[src/fma_pkg.sv]
/*
  Shared constants and types for the binary16 FMA unit
  The format is fixed, widths are derived from EXP_BITS and MAN_BITS
  Status flags are ordered NV, DZ, OF, UF, NX from the MSB down
*/
package fma_pkg;

  // Format
  localparam int unsigned EXP_BITS = 5;
  localparam int unsigned MAN_BITS = 10;
  localparam int unsigned BIAS     = 15;
  localparam int unsigned FP_WIDTH = 1 + EXP_BITS + MAN_BITS;

  // Derived datapath widths
  localparam int unsigned PRECISION_BITS     = MAN_BITS + 1;
  // Lower 2p+3 bits of the sum are searched for leading zeros
  localparam int unsigned LOWER_SUM_WIDTH    = 2 * PRECISION_BITS + 3;
  // Wide enough for every meaningful exponent, also covers the LZC count
  localparam int unsigned EXP_WIDTH          = EXP_BITS + 2;
  localparam int unsigned SHIFT_AMOUNT_WIDTH = $clog2(3 * PRECISION_BITS + 5);
  localparam int unsigned SUM_WIDTH          = 3 * PRECISION_BITS + 4;

  // Status bit positions
  localparam int unsigned ST_NV = 4;
  localparam int unsigned ST_DZ = 3;
  localparam int unsigned ST_OF = 2;
  localparam int unsigned ST_UF = 1;
  localparam int unsigned ST_NX = 0;

  typedef logic        [FP_WIDTH-1:0]           fp_t;
  typedef logic signed [EXP_WIDTH-1:0]          exp_t;
  typedef logic        [SHIFT_AMOUNT_WIDTH-1:0] shamt_t;
  typedef logic        [SUM_WIDTH-1:0]          sum_t;
  typedef logic        [4:0]                    status_t;
  typedef logic        [1:0]                    op_t;
  typedef logic        [2:0]                    rnd_t;

  // Operation codes, op_mod negates the addend on top of these
  localparam op_t OP_FMADD  = 2'd0;
  localparam op_t OP_FNMSUB = 2'd1;
  localparam op_t OP_ADD    = 2'd2;
  localparam op_t OP_MUL    = 2'd3;

  // Rounding modes
  localparam rnd_t RNE = 3'd0;
  localparam rnd_t RTZ = 3'd1;
  localparam rnd_t RDN = 3'd2;
  localparam rnd_t RUP = 3'd3;
  localparam rnd_t RMM = 3'd4;

  // Canonical quiet NaN
  localparam fp_t QNAN = 16'h7E00;

endpackage

[src/fma_mantissa_add.sv]
/*
  Exponent path, mantissa product, addend alignment and the wide adder
  Results are held in the middle register, captured on valid_i
  Internal exponents stay biased and a zero product takes the minimum exponent
*/
`timescale 1ns/10ps

module fma_mantissa_add
  import fma_pkg::*;
(
  input  logic       clk_i,
  input  logic       reset_i,
  input  fp_t        operand_a_i,
  input  fp_t        operand_b_i,
  input  fp_t        operand_c_i,
  input  logic [2:0] normal_i,
  input  logic [2:0] subnormal_i,
  input  logic [2:0] zero_i,
  input  rnd_t       rnd_mode_i,
  input  logic       special_i,
  input  fp_t        special_result_i,
  input  status_t    special_status_i,
  input  logic       valid_i,
  output sum_t       sum_o,
  output logic       effective_subtraction_o,
  output logic       final_sign_o,
  output exp_t       exponent_product_o,
  output exp_t       exponent_difference_o,
  output exp_t       tentative_exponent_o,
  output shamt_t     addend_shamt_o,
  output logic       sticky_before_add_o,
  output rnd_t       rnd_mode_o,
  output logic       special_o,
  output fp_t        special_result_o,
  output status_t    special_status_o,
  output logic       valid_o
);

  logic   eff_sub, tentative_sign;
  exp_t   exp_a, exp_b, exp_c;
  exp_t   exp_addend, exp_product, exp_diff, tent_exp;
  shamt_t addend_shamt;

  logic [PRECISION_BITS-1:0]           mant_a, mant_b, mant_c;
  logic [2*PRECISION_BITS-1:0]         product;
  sum_t                                product_shifted;
  logic [SUM_WIDTH+PRECISION_BITS-1:0] addend_wide;
  sum_t                                addend_aligned, addend_shifted;
  logic                                sticky_before_add, carry_in;
  logic [SUM_WIDTH:0]                  sum_raw, sum_neg;
  sum_t                                sum;
  logic                                final_sign;

  assign eff_sub        = operand_a_i[FP_WIDTH-1] ^ operand_b_i[FP_WIDTH-1]
                          ^ operand_c_i[FP_WIDTH-1];
  // Product sign stands until the add resolves the final sign
  assign tentative_sign = operand_a_i[FP_WIDTH-1] ^ operand_b_i[FP_WIDTH-1];

  // --------------------
  // Exponent path
  // --------------------
  assign exp_a = exp_t'(operand_a_i[FP_WIDTH-2 -: EXP_BITS]);
  assign exp_b = exp_t'(operand_b_i[FP_WIDTH-2 -: EXP_BITS]);
  assign exp_c = exp_t'(operand_c_i[FP_WIDTH-2 -: EXP_BITS]);

  // Subnormals and zeros sit at encoded exponent 1
  assign exp_addend  = exp_c + exp_t'(!normal_i[2]);
  assign exp_product = (zero_i[0] || zero_i[1])
                       ? exp_t'(2) - exp_t'(BIAS)
                       : exp_a + exp_t'(subnormal_i[0]) + exp_b + exp_t'(subnormal_i[1])
                         - exp_t'(BIAS);
  assign exp_diff    = exp_addend - exp_product;
  assign tent_exp    = (exp_diff > 0) ? exp_addend : exp_product;

  // Saturated right shift of the addend
  always_comb begin
    if (exp_diff <= -exp_t'(2 * PRECISION_BITS + 1)) begin
      // Addend lands entirely in the sticky bit
      addend_shamt = shamt_t'(SUM_WIDTH);
    end else if (exp_diff <= exp_t'(PRECISION_BITS + 2)) begin
      addend_shamt = shamt_t'(exp_t'(PRECISION_BITS + 3) - exp_diff);
    end else begin
      // Product only reaches the sticky region
      addend_shamt = '0;
    end
  end

  // --------------------
  // Product and addend
  // --------------------
  assign mant_a  = {normal_i[0], operand_a_i[MAN_BITS-1:0]};
  assign mant_b  = {normal_i[1], operand_b_i[MAN_BITS-1:0]};
  assign mant_c  = {normal_i[2], operand_c_i[MAN_BITS-1:0]};
  assign product = mant_a * mant_b;

  // Two spare bits below the product for round and sticky
  assign product_shifted = sum_t'(product) << 2;

  // Bits pushed below the sum window are only kept as sticky
  assign addend_wide       = {mant_c, {SUM_WIDTH{1'b0}}} >> addend_shamt;
  assign addend_aligned    = addend_wide[SUM_WIDTH+PRECISION_BITS-1 -: SUM_WIDTH];
  assign sticky_before_add = |addend_wide[PRECISION_BITS-1:0];

  // Two's complement subtract where nonzero sticky bits absorb the carry-in
  assign addend_shifted = eff_sub ? ~addend_aligned : addend_aligned;
  assign carry_in       = eff_sub & ~sticky_before_add;

  // --------------------
  // Wide adder
  // --------------------
  assign sum_raw = product_shifted + addend_shifted + carry_in;
  assign sum_neg = -sum_raw;
  // No carry on a subtraction means the sum went negative
  assign sum     = (eff_sub && !sum_raw[SUM_WIDTH]) ? sum_neg[SUM_WIDTH-1:0]
                                                    : sum_raw[SUM_WIDTH-1:0];
  assign final_sign = eff_sub ? (sum_raw[SUM_WIDTH] == tentative_sign) : tentative_sign;

  // Middle register
  always_ff @(posedge clk_i) begin
    if (reset_i) begin
      valid_o <= 1'b0;
    end else begin
      valid_o <= valid_i;
    end
  end

  always_ff @(posedge clk_i) begin
    if (valid_i) begin
      sum_o                   <= sum;
      effective_subtraction_o <= eff_sub;
      final_sign_o            <= final_sign;
      exponent_product_o      <= exp_product;
      exponent_difference_o   <= exp_diff;
      tentative_exponent_o    <= tent_exp;
      addend_shamt_o          <= addend_shamt;
      sticky_before_add_o     <= sticky_before_add;
      rnd_mode_o              <= rnd_mode_i;
      special_o               <= special_i;
      special_result_o        <= special_result_i;
      special_status_o        <= special_status_i;
    end
  end

endmodule

[src/fma_normalize.sv]
/*
  Normalization of the wide sum, purely combinational
  Output mantissa carries the implicit bit on top and the round bit at bit 0
  A zero final exponent marks a subnormal or zero result
*/
`timescale 1ns/10ps

module fma_normalize
  import fma_pkg::*;
(
  input  sum_t                    sum_i,
  input  logic                    effective_subtraction_i,
  input  exp_t                    exponent_product_i,
  input  exp_t                    exponent_difference_i,
  input  exp_t                    tentative_exponent_i,
  input  shamt_t                  addend_shamt_i,
  input  logic                    sticky_before_add_i,
  output logic [PRECISION_BITS:0] final_mantissa_o,
  output exp_t                    final_exponent_o,
  output logic                    sticky_after_norm_o,
  output logic                    tie_sticky_o
);

  logic [LOWER_SUM_WIDTH-1:0] sum_lower;
  shamt_t                     lzc;
  logic                       lzc_zeroes;
  exp_t                       lzc_exponent;
  shamt_t                     norm_shamt;
  exp_t                       normalized_exponent;
  logic [SUM_WIDTH:0]         sum_ext, sum_shifted;
  logic [LOWER_SUM_WIDTH-1:0] sum_sticky_bits;

  // --------------------
  // Leading-zero count
  // --------------------
  assign sum_lower = sum_i[LOWER_SUM_WIDTH-1:0];

  always_comb begin
    lzc        = '0;
    lzc_zeroes = 1'b1;
    for (int i = LOWER_SUM_WIDTH - 1; i >= 0; i--) begin
      if (lzc_zeroes) begin
        if (sum_lower[i]) begin
          lzc_zeroes = 1'b0;
        end else begin
          lzc = lzc + 1'b1;
        end
      end
    end
  end

  // Exponent if all counted zeros are removed
  assign lzc_exponent = exponent_product_i - exp_t'(lzc) + exp_t'(1);

  // Large shift amount
  always_comb begin
    if ((exponent_difference_i <= 0)
        || (effective_subtraction_i && (exponent_difference_i <= 2))) begin
      // Product-anchored or cancelling, LZC decides
      if ((lzc_exponent >= 0) && !lzc_zeroes) begin
        norm_shamt          = shamt_t'(PRECISION_BITS + 2) + lzc;
        normalized_exponent = lzc_exponent;
      end else begin
        // Stop at the subnormal boundary
        norm_shamt          = shamt_t'(exp_t'(PRECISION_BITS + 2) + exponent_product_i);
        normalized_exponent = '0;
      end
    end else begin
      // Addend-anchored, undo the alignment shift
      norm_shamt          = addend_shamt_i;
      normalized_exponent = tentative_exponent_i;
    end
  end

  assign sum_ext     = {1'b0, sum_i};
  assign sum_shifted = sum_ext << norm_shamt;

  // --------------------
  // One-bit correction
  // --------------------
  always_comb begin
    {final_mantissa_o, sum_sticky_bits} = sum_shifted[SUM_WIDTH-1:0];
    final_exponent_o                    = normalized_exponent;
    if (sum_shifted[SUM_WIDTH]) begin
      // Carry out, shift right and keep the dropped bit as sticky
      {final_mantissa_o, sum_sticky_bits} = {sum_shifted[SUM_WIDTH:2], |sum_shifted[1:0]};
      final_exponent_o                    = normalized_exponent + exp_t'(1);
    end else if (sum_shifted[SUM_WIDTH-1]) begin
      // Already normalized
      final_exponent_o = normalized_exponent;
    end else if (normalized_exponent > 1) begin
      {final_mantissa_o, sum_sticky_bits} = {sum_shifted[SUM_WIDTH-2:0], 1'b0};
      final_exponent_o                    = normalized_exponent - exp_t'(1);
    end else begin
      final_exponent_o = '0;
    end
  end

  assign sticky_after_norm_o = (|sum_sticky_bits) | sticky_before_add_i;
  // First bit below the round bit, tells a true halfway case apart
  assign tie_sticky_o        = sum_sticky_bits[LOWER_SUM_WIDTH-1];

endmodule

[src/fma_operand_prep.sv]
/*
  Input stage of the FMA: request register, operand adjustment,
  classification and special-case result
  Data is captured only on in_valid_i, outputs follow one cycle later
  Classification bits are ordered A, B, C from bit 0 up
*/
`timescale 1ns/10ps

module fma_operand_prep
  import fma_pkg::*;
(
  input  logic       clk_i,
  input  logic       reset_i,
  input  logic       in_valid_i,
  input  fp_t        operand_a_i,
  input  fp_t        operand_b_i,
  input  fp_t        operand_c_i,
  input  op_t        op_i,
  input  logic       op_mod_i,
  input  rnd_t       rnd_mode_i,
  output fp_t        operand_a_o,
  output fp_t        operand_b_o,
  output fp_t        operand_c_o,
  output logic [2:0] normal_o,
  output logic [2:0] subnormal_o,
  output logic [2:0] zero_o,
  output rnd_t       rnd_mode_o,
  output logic       special_o,
  output fp_t        special_result_o,
  output status_t    special_status_o,
  output logic       valid_o
);

  logic valid_q;
  fp_t  a_q, b_q, c_q;
  op_t  op_q;
  logic op_mod_q;
  rnd_t rnd_q;

  fp_t        opnd [3];
  logic [2:0] is_inf, is_nan, is_snan;
  logic       eff_sub;

  // --------------------
  // Request register
  // --------------------
  always_ff @(posedge clk_i) begin
    if (reset_i) begin
      valid_q <= 1'b0;
    end else begin
      valid_q <= in_valid_i;
    end
  end

  always_ff @(posedge clk_i) begin
    if (in_valid_i) begin
      a_q      <= operand_a_i;
      b_q      <= operand_b_i;
      c_q      <= operand_c_i;
      op_q     <= op_i;
      op_mod_q <= op_mod_i;
      rnd_q    <= rnd_mode_i;
    end
  end

  // --------------------
  // Operation adjustment
  // --------------------
  always_comb begin
    opnd[0] = a_q;
    opnd[1] = b_q;
    opnd[2] = c_q;
    // Modifier always negates the addend
    opnd[2][FP_WIDTH-1] = c_q[FP_WIDTH-1] ^ op_mod_q;
    case (op_q)
      OP_FMADD:  ;
      OP_FNMSUB: opnd[0][FP_WIDTH-1] = ~a_q[FP_WIDTH-1];
      // Multiplicand becomes +1.0
      OP_ADD:    opnd[0] = {1'b0, EXP_BITS'(BIAS), {MAN_BITS{1'b0}}};
      // Addend becomes a zero that keeps the product sign of zero results
      OP_MUL:    opnd[2] = {rnd_q != RDN, {(FP_WIDTH-1){1'b0}}};
    endcase
  end

  // Classification per operand
  for (genvar i = 0; i < 3; i++) begin : gen_class
    logic exp_ones, exp_zero, man_zero;
    assign exp_ones       = &opnd[i][FP_WIDTH-2 -: EXP_BITS];
    assign exp_zero       = ~|opnd[i][FP_WIDTH-2 -: EXP_BITS];
    assign man_zero       = ~|opnd[i][MAN_BITS-1:0];
    assign zero_o[i]      = exp_zero & man_zero;
    assign subnormal_o[i] = exp_zero & ~man_zero;
    assign normal_o[i]    = ~exp_zero & ~exp_ones;
    assign is_inf[i]      = exp_ones & man_zero;
    assign is_nan[i]      = exp_ones & ~man_zero;
    // Quiet bit is the mantissa MSB
    assign is_snan[i]     = is_nan[i] & ~opnd[i][MAN_BITS-1];
  end

  assign eff_sub = opnd[0][FP_WIDTH-1] ^ opnd[1][FP_WIDTH-1] ^ opnd[2][FP_WIDTH-1];

  // --------------------
  // Special cases
  // --------------------
  // Priority: inf times zero, any NaN, then infinities
  always_comb begin
    special_result_o = QNAN;
    special_status_o = '0;
    special_o        = 1'b0;
    if ((is_inf[0] && zero_o[1]) || (zero_o[0] && is_inf[1])) begin
      // Invalid even with a quiet NaN addend
      special_o               = 1'b1;
      special_status_o[ST_NV] = 1'b1;
    end else if (|is_nan) begin
      special_o               = 1'b1;
      special_status_o[ST_NV] = |is_snan;
    end else if (|is_inf) begin
      special_o = 1'b1;
      if ((is_inf[0] || is_inf[1]) && is_inf[2] && eff_sub) begin
        special_status_o[ST_NV] = 1'b1;
      end else if (is_inf[0] || is_inf[1]) begin
        // Infinity with the product sign
        special_result_o = {opnd[0][FP_WIDTH-1] ^ opnd[1][FP_WIDTH-1],
                            {EXP_BITS{1'b1}}, {MAN_BITS{1'b0}}};
      end else begin
        special_result_o = {opnd[2][FP_WIDTH-1], {EXP_BITS{1'b1}}, {MAN_BITS{1'b0}}};
      end
    end
  end

  assign operand_a_o = opnd[0];
  assign operand_b_o = opnd[1];
  assign operand_c_o = opnd[2];
  assign rnd_mode_o  = rnd_q;
  assign valid_o     = valid_q;

endmodule

[src/fma_round.sv]
/*
  Rounding, status flags and output register
  Pre-round overflow saturates to the largest normal before rounding
  Underflow is detected after rounding and only raised when inexact
*/
`timescale 1ns/10ps

module fma_round
  import fma_pkg::*;
(
  input  logic                    clk_i,
  input  logic                    reset_i,
  input  logic [PRECISION_BITS:0] final_mantissa_i,
  input  exp_t                    final_exponent_i,
  input  logic                    sticky_after_norm_i,
  input  logic                    tie_sticky_i,
  input  logic                    final_sign_i,
  input  logic                    effective_subtraction_i,
  input  rnd_t                    rnd_mode_i,
  input  logic                    special_i,
  input  fp_t                     special_result_i,
  input  status_t                 special_status_i,
  input  logic                    valid_i,
  output fp_t                     result_o,
  output status_t                 status_o,
  output logic                    out_valid_o
);

  logic                         of_before_round, of_after_round, uf_after_round;
  logic [EXP_BITS-1:0]          pre_round_exponent;
  logic [MAN_BITS-1:0]          pre_round_mantissa;
  logic [EXP_BITS+MAN_BITS-1:0] pre_round_abs, rounded_abs;
  logic [1:0]                   round_sticky_bits;
  logic                         round_up, result_zero, rounded_sign;
  logic                         inexact;
  fp_t                          regular_result;
  status_t                      regular_status;

  // --------------------
  // Pre-round assembly
  // --------------------
  assign of_before_round    = final_exponent_i >= exp_t'(2**EXP_BITS - 1);
  assign pre_round_exponent = of_before_round ? EXP_BITS'(2**EXP_BITS - 2)
                                              : final_exponent_i[EXP_BITS-1:0];
  assign pre_round_mantissa = of_before_round ? '1 : final_mantissa_i[MAN_BITS:1];
  assign pre_round_abs      = {pre_round_exponent, pre_round_mantissa};
  // Forced round and sticky so overflow rounds by mode
  assign round_sticky_bits  = of_before_round ? 2'b11
                                              : {final_mantissa_i[0], sticky_after_norm_i};

  always_comb begin
    case (rnd_mode_i)
      RNE:     round_up = round_sticky_bits[1] & (round_sticky_bits[0] | pre_round_abs[0]);
      RTZ:     round_up = 1'b0;
      RDN:     round_up = (|round_sticky_bits) & final_sign_i;
      RUP:     round_up = (|round_sticky_bits) & ~final_sign_i;
      RMM:     round_up = round_sticky_bits[1];
      default: round_up = 1'b0;
    endcase
  end

  // Mantissa carry ripples into the exponent
  assign rounded_abs  = pre_round_abs + round_up;
  assign result_zero  = (pre_round_abs == '0) && (round_sticky_bits == 2'b00);
  // Exact cancellation gives +0, -0 only when rounding down
  assign rounded_sign = (result_zero && effective_subtraction_i) ? (rnd_mode_i == RDN)
                                                                 : final_sign_i;

  // --------------------
  // Flags
  // --------------------
  assign uf_after_round = (rounded_abs[EXP_BITS+MAN_BITS-1:MAN_BITS] == '0)
      || ((pre_round_abs[EXP_BITS+MAN_BITS-1:MAN_BITS] == '0)
          && (rounded_abs[EXP_BITS+MAN_BITS-1:MAN_BITS] == EXP_BITS'(1))
          && ((round_sticky_bits != 2'b11)
              || (!tie_sticky_i && ((rnd_mode_i == RNE) || (rnd_mode_i == RMM)))));
  assign of_after_round = &rounded_abs[EXP_BITS+MAN_BITS-1:MAN_BITS];
  assign inexact        = (|round_sticky_bits) | of_before_round | of_after_round;

  assign regular_result        = {rounded_sign, rounded_abs};
  assign regular_status[ST_NV] = 1'b0;
  assign regular_status[ST_DZ] = 1'b0;
  assign regular_status[ST_OF] = of_before_round | of_after_round;
  assign regular_status[ST_UF] = uf_after_round & inexact;
  assign regular_status[ST_NX] = inexact;

  // Output register
  always_ff @(posedge clk_i) begin
    if (reset_i) begin
      out_valid_o <= 1'b0;
    end else begin
      out_valid_o <= valid_i;
    end
  end

  always_ff @(posedge clk_i) begin
    if (valid_i) begin
      result_o <= special_i ? special_result_i : regular_result;
      status_o <= special_i ? special_status_i : regular_status;
    end
  end

endmodule

[src/fma_top.sv]
/*
  Pipelined binary16 fused multiply-add, three register stages
  A valid item may enter every cycle, there is no back-pressure
  out_valid_o marks each result for a single cycle, in arrival order
*/
`timescale 1ns/10ps

module fma_top
  import fma_pkg::*;
(
  input  logic    clk_i,
  input  logic    reset_i,
  input  logic    in_valid_i,
  input  fp_t     operand_a_i,
  input  fp_t     operand_b_i,
  input  fp_t     operand_c_i,
  input  op_t     op_i,
  input  logic    op_mod_i,
  input  rnd_t    rnd_mode_i,
  output fp_t     result_o,
  output status_t status_o,
  output logic    out_valid_o
);

  // Input side
  fp_t        prep_a, prep_b, prep_c;
  logic [2:0] prep_normal, prep_subnormal, prep_zero;
  rnd_t       prep_rnd;
  logic       prep_special, prep_valid;
  fp_t        prep_special_result;
  status_t    prep_special_status;

  // Middle register
  sum_t    mid_sum;
  logic    mid_eff_sub, mid_final_sign, mid_sticky;
  exp_t    mid_exp_product, mid_exp_diff, mid_tent_exp;
  shamt_t  mid_shamt;
  rnd_t    mid_rnd;
  logic    mid_special, mid_valid;
  fp_t     mid_special_result;
  status_t mid_special_status;

  // Normalized value
  logic [PRECISION_BITS:0] norm_mantissa;
  exp_t                    norm_exponent;
  logic                    norm_sticky, norm_tie;

  fma_operand_prep u_prep (
    .clk_i, .reset_i, .in_valid_i, .operand_a_i, .operand_b_i, .operand_c_i,
    .op_i, .op_mod_i, .rnd_mode_i,
    .operand_a_o      (prep_a),
    .operand_b_o      (prep_b),
    .operand_c_o      (prep_c),
    .normal_o         (prep_normal),
    .subnormal_o      (prep_subnormal),
    .zero_o           (prep_zero),
    .rnd_mode_o       (prep_rnd),
    .special_o        (prep_special),
    .special_result_o (prep_special_result),
    .special_status_o (prep_special_status),
    .valid_o          (prep_valid)
  );

  fma_mantissa_add u_add (
    .clk_i, .reset_i,
    .operand_a_i             (prep_a),
    .operand_b_i             (prep_b),
    .operand_c_i             (prep_c),
    .normal_i                (prep_normal),
    .subnormal_i             (prep_subnormal),
    .zero_i                  (prep_zero),
    .rnd_mode_i              (prep_rnd),
    .special_i               (prep_special),
    .special_result_i        (prep_special_result),
    .special_status_i        (prep_special_status),
    .valid_i                 (prep_valid),
    .sum_o                   (mid_sum),
    .effective_subtraction_o (mid_eff_sub),
    .final_sign_o            (mid_final_sign),
    .exponent_product_o      (mid_exp_product),
    .exponent_difference_o   (mid_exp_diff),
    .tentative_exponent_o    (mid_tent_exp),
    .addend_shamt_o          (mid_shamt),
    .sticky_before_add_o     (mid_sticky),
    .rnd_mode_o              (mid_rnd),
    .special_o               (mid_special),
    .special_result_o        (mid_special_result),
    .special_status_o        (mid_special_status),
    .valid_o                 (mid_valid)
  );

  fma_normalize u_norm (
    .sum_i                   (mid_sum),
    .effective_subtraction_i (mid_eff_sub),
    .exponent_product_i      (mid_exp_product),
    .exponent_difference_i   (mid_exp_diff),
    .tentative_exponent_i    (mid_tent_exp),
    .addend_shamt_i          (mid_shamt),
    .sticky_before_add_i     (mid_sticky),
    .final_mantissa_o        (norm_mantissa),
    .final_exponent_o        (norm_exponent),
    .sticky_after_norm_o     (norm_sticky),
    .tie_sticky_o            (norm_tie)
  );

  fma_round u_round (
    .clk_i, .reset_i,
    .final_mantissa_i        (norm_mantissa),
    .final_exponent_i        (norm_exponent),
    .sticky_after_norm_i     (norm_sticky),
    .tie_sticky_i            (norm_tie),
    .final_sign_i            (mid_final_sign),
    .effective_subtraction_i (mid_eff_sub),
    .rnd_mode_i              (mid_rnd),
    .special_i               (mid_special),
    .special_result_i        (mid_special_result),
    .special_status_i        (mid_special_status),
    .valid_i                 (mid_valid),
    .result_o, .status_o, .out_valid_o
  );

endmodule

[config.mk]
export PLATFORM = sky130hd
export DESIGN_NAME = fma_top
export DESIGN_NICKNAME = d
export VERILOG_FILES = /design/src/fma_pkg.sv /design/src/fma_mantissa_add.sv /design/src/fma_normalize.sv /design/src/fma_operand_prep.sv /design/src/fma_round.sv /design/src/fma_top.sv
export SDC_FILE = /design/constraint.sdc
export NUM_CORES = 1
export LEC_CHECK = 0
export BUFFER_PORTS_ARGS = -buffer_cell sky130_fd_sc_hd__buf_4
export CORE_MARGIN = 1
export CORE_UTILIZATION = 50
export CTS_CLUSTER_DIAMETER = 100
export CTS_CLUSTER_SIZE = 16
export DETAILED_ROUTE_END_ITERATION = 10
export PLACE_DENSITY = 0.62
export SYNTH_ARGS = -nofsm -noshare
export SYNTH_HDL_FRONTEND = slang
export SYNTH_HIERARCHICAL = 1
export SYNTH_SLANG_ARGS = --single-unit
[constraint.sdc]
create_clock -name clk_i -period 30.4 [get_ports clk_i]
set_clock_uncertainty 0.1 [all_clocks]
set_input_delay 4.56 -clock clk_i [delete_from_list [all_inputs] [get_ports clk_i]]
set_output_delay 4.56 -clock clk_i [all_outputs]
set_load 0.05 [all_outputs]
==> results of run 1 <==
[state kept, by name, indices dropped and copies added (netlist names), 2 cells and up]
register                     cells
u_add/addend_shamt_o             6
u_add/exponent_difference_o      7
u_add/exponent_product_o         7
u_add/rnd_mode_o                 3
u_add/special_result_o          16
u_add/special_status_o           5
u_add/sum_o                     37
u_add/tentative_exponent_o       7
u_prep/a_q                      16
u_prep/c_q                      16
u_prep/op_q                      2
u_prep/operand_b_o              16
u_prep/rnd_mode_o                3
u_round/result_o                16
u_round/status_o                 5
[worst paths after layout]
path                                              to  slack, ns  cells after the start
worst max-delay path            u_round/result_o[12]       6.34                    106
worst min-delay path             u_add/rnd_mode_o[2]       0.36                      0
worst max register to register  u_round/result_o[12]       6.34                    106
worst min register to register   u_add/rnd_mode_o[2]       0.36                      0
[per-layer routing]
metal / GRT usage (%) / vias to the layer above / part of all wire (%)
li1: - / 9522 / -
met1: 34.9 / 9450 / 45
met2: 44.2 / 523 / 48
met3: 2.75 / 83 / 3.9
met4: 9.17 / 0 / 2.5
met5: 0 / - / 0
[final cells by class]
type,instances,area [µm²]
multi-input cells,2164,16300
flip-flops and latches,170,5080
well taps,592,741
inverters,194,728
clock buffers,17,425
repair buffers,110,826
clock inverters,15,178
fillers,4189,20200
[through the flow]
stage          setup slack [ns]  util, %  instance area (µm²)  instances  hold slack [ns]
2_1_floorplan              9.17        -                22800       2668            0.318
3_3_place_gp               7.48     53.2                23700       3230            0.336
3_5_place_dp               6.65     53.2                23700       3230            0.343
4_1_cts                    6.59     54.6                24300       3262            0.361
5_1_grt                    4.37     54.6                24300       3262            0.393
6_report                   6.34     54.6                24300       3262            0.365
==> flow_summary.ini, run 1 <==
[global_routing]
grt_usage_pct = 26.2
first_global_vias = 18900
gr-total-overflow = 0
antenna_found_initial = 0
grt_max_degree = 56
grt_pass1_wl_mm = 98.4

[clock_tree]
cts_tree = done
root_buffer = clkbuf_16
postCtsSetupRepairBufs = 0
cts_made_buffers = 17
cts_max_path_buffers = 2
cts_resized = 0
postCtsHoldBufs = 0
clock_latency_ns = 0.47
clkTransAtPathRegs_ns = 0.07
clock_sinks = 170
htree_levels = 4

[sta]
setup_viol = 0
slew-limit-headroom_pct = 21.9
fmax_ghz = 0.0416
min_period_ns = 24.06
fin_crit_sh_pct = 79.1
worst_pin_slew_ns = 1.14
rsz0062_at_grt = false
hold_viol_final = 0
slew_viol_final = 0
fin_setup_tns_ns = 0

[synth]
synth_cells = 2652
synth_area_um2 = 22700
syn_area_per_cell_um2 = 8.56
ys_warn_count = 6

[min_path]
hold_start = u_prep/rnd_mode_o[2]
hp-class = flip-flop to flip-flop

[setup_path]
crit_type = flip-flop to flip-flop
critical_path.startpoint = u_add/sum_o[23]
slowest_stage = o21a_1
slowest_delay_ns = 0.64
worstPathRequired_ns = 30.53
critPathMaxFanout = 18
cp-end-kind = flip-flop
timing.rr.start = u_add/sum_o[23]
crit_buf_inv = 2
critPathLaunchType = flip-flop
crit_top_cell = ha_1
crit_family = compound AO/OA/AOI/OAI gates
arrival_ns = 24.19

[floorplanning]
die-area_um2 = 46300
std_cell_rows = 77
io_pins = 79
dieWidth_um = 215
core_um2 = 44500
initial_utilization_pct = 51.0
die_y_um = 215

[route]
drtIter0Drc = 1648
drc = 0
vias = 19600
vias_per_cell = 6.00
ant_nets = 0
routed_wirelength_mm = 60.7
routedWlPerCell_um = 18.6
drt_pre_antenna_iters = 6

[layout]
layout_commonest_cell = nand2_1
nets = 2947
layout_common_cells = nand2_1 (284), nor2_1 (194), inv_1 (191)
drive_above_1_share_pct = 10.4
syn2layout_area_growth_pct = 6.99
antenna_cells = 0

[outcome]
status = finished clean

[placement]
gp_congestion = 0.935
port_buffers = 78
hpwl_mm = 48.9

[flow_run]
drv_cap = 0
Power of run 1 is left out: the tool's default activity adds up to more than one toggle a clock period on the data nets, which glitch-free logic cannot reach.
==> inputs of run 2 (changes only) <==
--- a/config.mk
+++ b/config.mk
@@ -5,6 +5,7 @@
 export SDC_FILE = /design/constraint.sdc
 export NUM_CORES = 1
 export LEC_CHECK = 0
+export ABC_AREA = 1
 export BUFFER_PORTS_ARGS = -buffer_cell sky130_fd_sc_hd__buf_4
 export CORE_MARGIN = 1
 export CORE_UTILIZATION = 50
==> constraint.sdc (replaced) <==
create_clock -name clk_i -period 22.8 [get_ports clk_i]
set_clock_uncertainty 0.1 [all_clocks]
set_input_delay 3.42 -clock clk_i [delete_from_list [all_inputs] [get_ports clk_i]]
set_output_delay 3.42 -clock clk_i [all_outputs]
set_load 0.05 [all_outputs]
==> run 2 against run 1 <==
Worst hold slack better by 0.027 ns. Via count up 5.6%. Synthesized cell count up 26%. Global-route usage down 0.21 points. Core utilization down 0.55 points. Clock-buffer cell count unchanged. Wire length down 2.3%. Largest cell class unchanged. Worst setup slack worse by 2.7 ns. Final cell count up 22%. Highest routed layer unchanged. First-iteration DRC count down 17%.
==> flow_summary.ini, run 2 <==
[sta]
fmax_ghz = 0.0522
hold_slack_ns = 0.392
fin_crit_sh_pct = 84.1
worst_pin_slew_ns = 1.07
rsz0062_at_grt = false
min_period_ns = 19.17
slew_viol_final = 0
fin_setup_tns_ns = 0
hold_viol_final = 0
slew-limit-headroom_pct = 28.3
setup_viol = 0
worst_slack_ns = 3.63

[clock_tree]
htree_levels = 4
clock_latency_ns = 0.47
cts_resized = 0
postCtsHoldBufs = 0
clkTransAtPathRegs_ns = 0.08
root_buffer = clkbuf_16
cts_max_path_buffers = 2
clock_sinks = 170
postCtsSetupRepairBufs = 0
cts_made_buffers = 17
cts_tree = done

[setup_path]
reg2reg_slack_ns = 3.63
arrival_ns = 19.30
crit_type = flip-flop to flip-flop
slowest_delay_ns = 0.49
crit_top_cell = nand2_1
crit_buf_inv = 23
critPathMaxFanout = 38
slowest_stage = edfxtp_1
cp-end-kind = flip-flop
worstPathRequired_ns = 22.93
crit_family = adder cells
critPathLaunchType = flip-flop

[layout]
antenna_cells = 0
nets = 3656
final_util_pct = 54.0
fillers = 4488
drive_above_1_share_pct = 9.14
syn2layout_area_growth_pct = 6.30
layout_common_cells = nand2_1 (991), inv_1 (549), nand3_1 (314)
largest-register = u_add/sum_o
layout_commonest_cell = nand2_1
largest_register_ffs = 37

[global_routing]
grt_max_degree = 73
grt_pass1_wl_mm = 97.0
grt_usage_pct = 26.0
first_global_vias = 19700
antenna_found_initial = 0
gr-total-overflow = 0

[floorplanning]
die_y_um = 215
dieWidth_um = 215
std_cell_rows = 77
core_um2 = 44400
io_pins = 79
die-area_um2 = 46000
initial_utilization_pct = 50.8

[route]
routedWlPerCell_um = 14.9
ant_nets = 0
drtIter0Drc = 1367
drc = 0
routed_wirelength_mm = 59.3
drt_pre_antenna_iters = 6
vias = 20700
vias_per_cell = 5.20

[synth]
ys_warn_count = 6
synth_cells = 3350
synth_area_um2 = 22600
syn_area_per_cell_um2 = 6.74

[flow_run]
drv_cap = 0

[min_path]
hp-class = flip-flop to flip-flop

[placement]
dpl_worst_slack_ns = 3.72
hpwl_mm = 48.9
gp_congestion = 0.988
port_buffers = 78

[outcome]
status = finished clean
==> run 2: routing by layer <==
layer	track usage, %	routed length [µm]
met1	34.0	27400
met2	44.5	28200
met3	2.84	2030
met4	9.31	1700
met5	0	0
==> run 2: layout make-up <==
cell class                      count  area [µm²]  share of cell area [%]
Timing Repair Buffer               91         683                    2.85
Tap cell                          592         741                    3.09
Multi-Input combinational cell   2494       14700                    61.1
Sequential cell                   170        5080                    21.2
Clock inverter                     15         179                   0.745
Clock buffer                       17         425                    1.77
Inverter                          592        2220                    9.26
==> run 2: stage by stage <==
step / cells / area [µm²]
6_report: 3971 / 24000
3_5_place_dp: 3939 / 23400
3_3_place_gp: 3939 / 23400
2_1_floorplan: 3366 / 22600
5_1_grt: 3971 / 24000
4_1_cts: 3971 / 24000
==> run 2: final timing paths <==
path,startpoint,cells after the start,to
worst max-delay path,u_add/sum_o[23],126,u_round/status_o[2]
worst min-delay path,u_prep/rnd_mode_o[2],0,u_add/rnd_mode_o[2]
worst max register to register,u_add/sum_o[23],126,u_round/status_o[2]
worst min register to register,u_prep/rnd_mode_o[2],0,u_add/rnd_mode_o[2]
Power of run 2 is left out for the same reason.
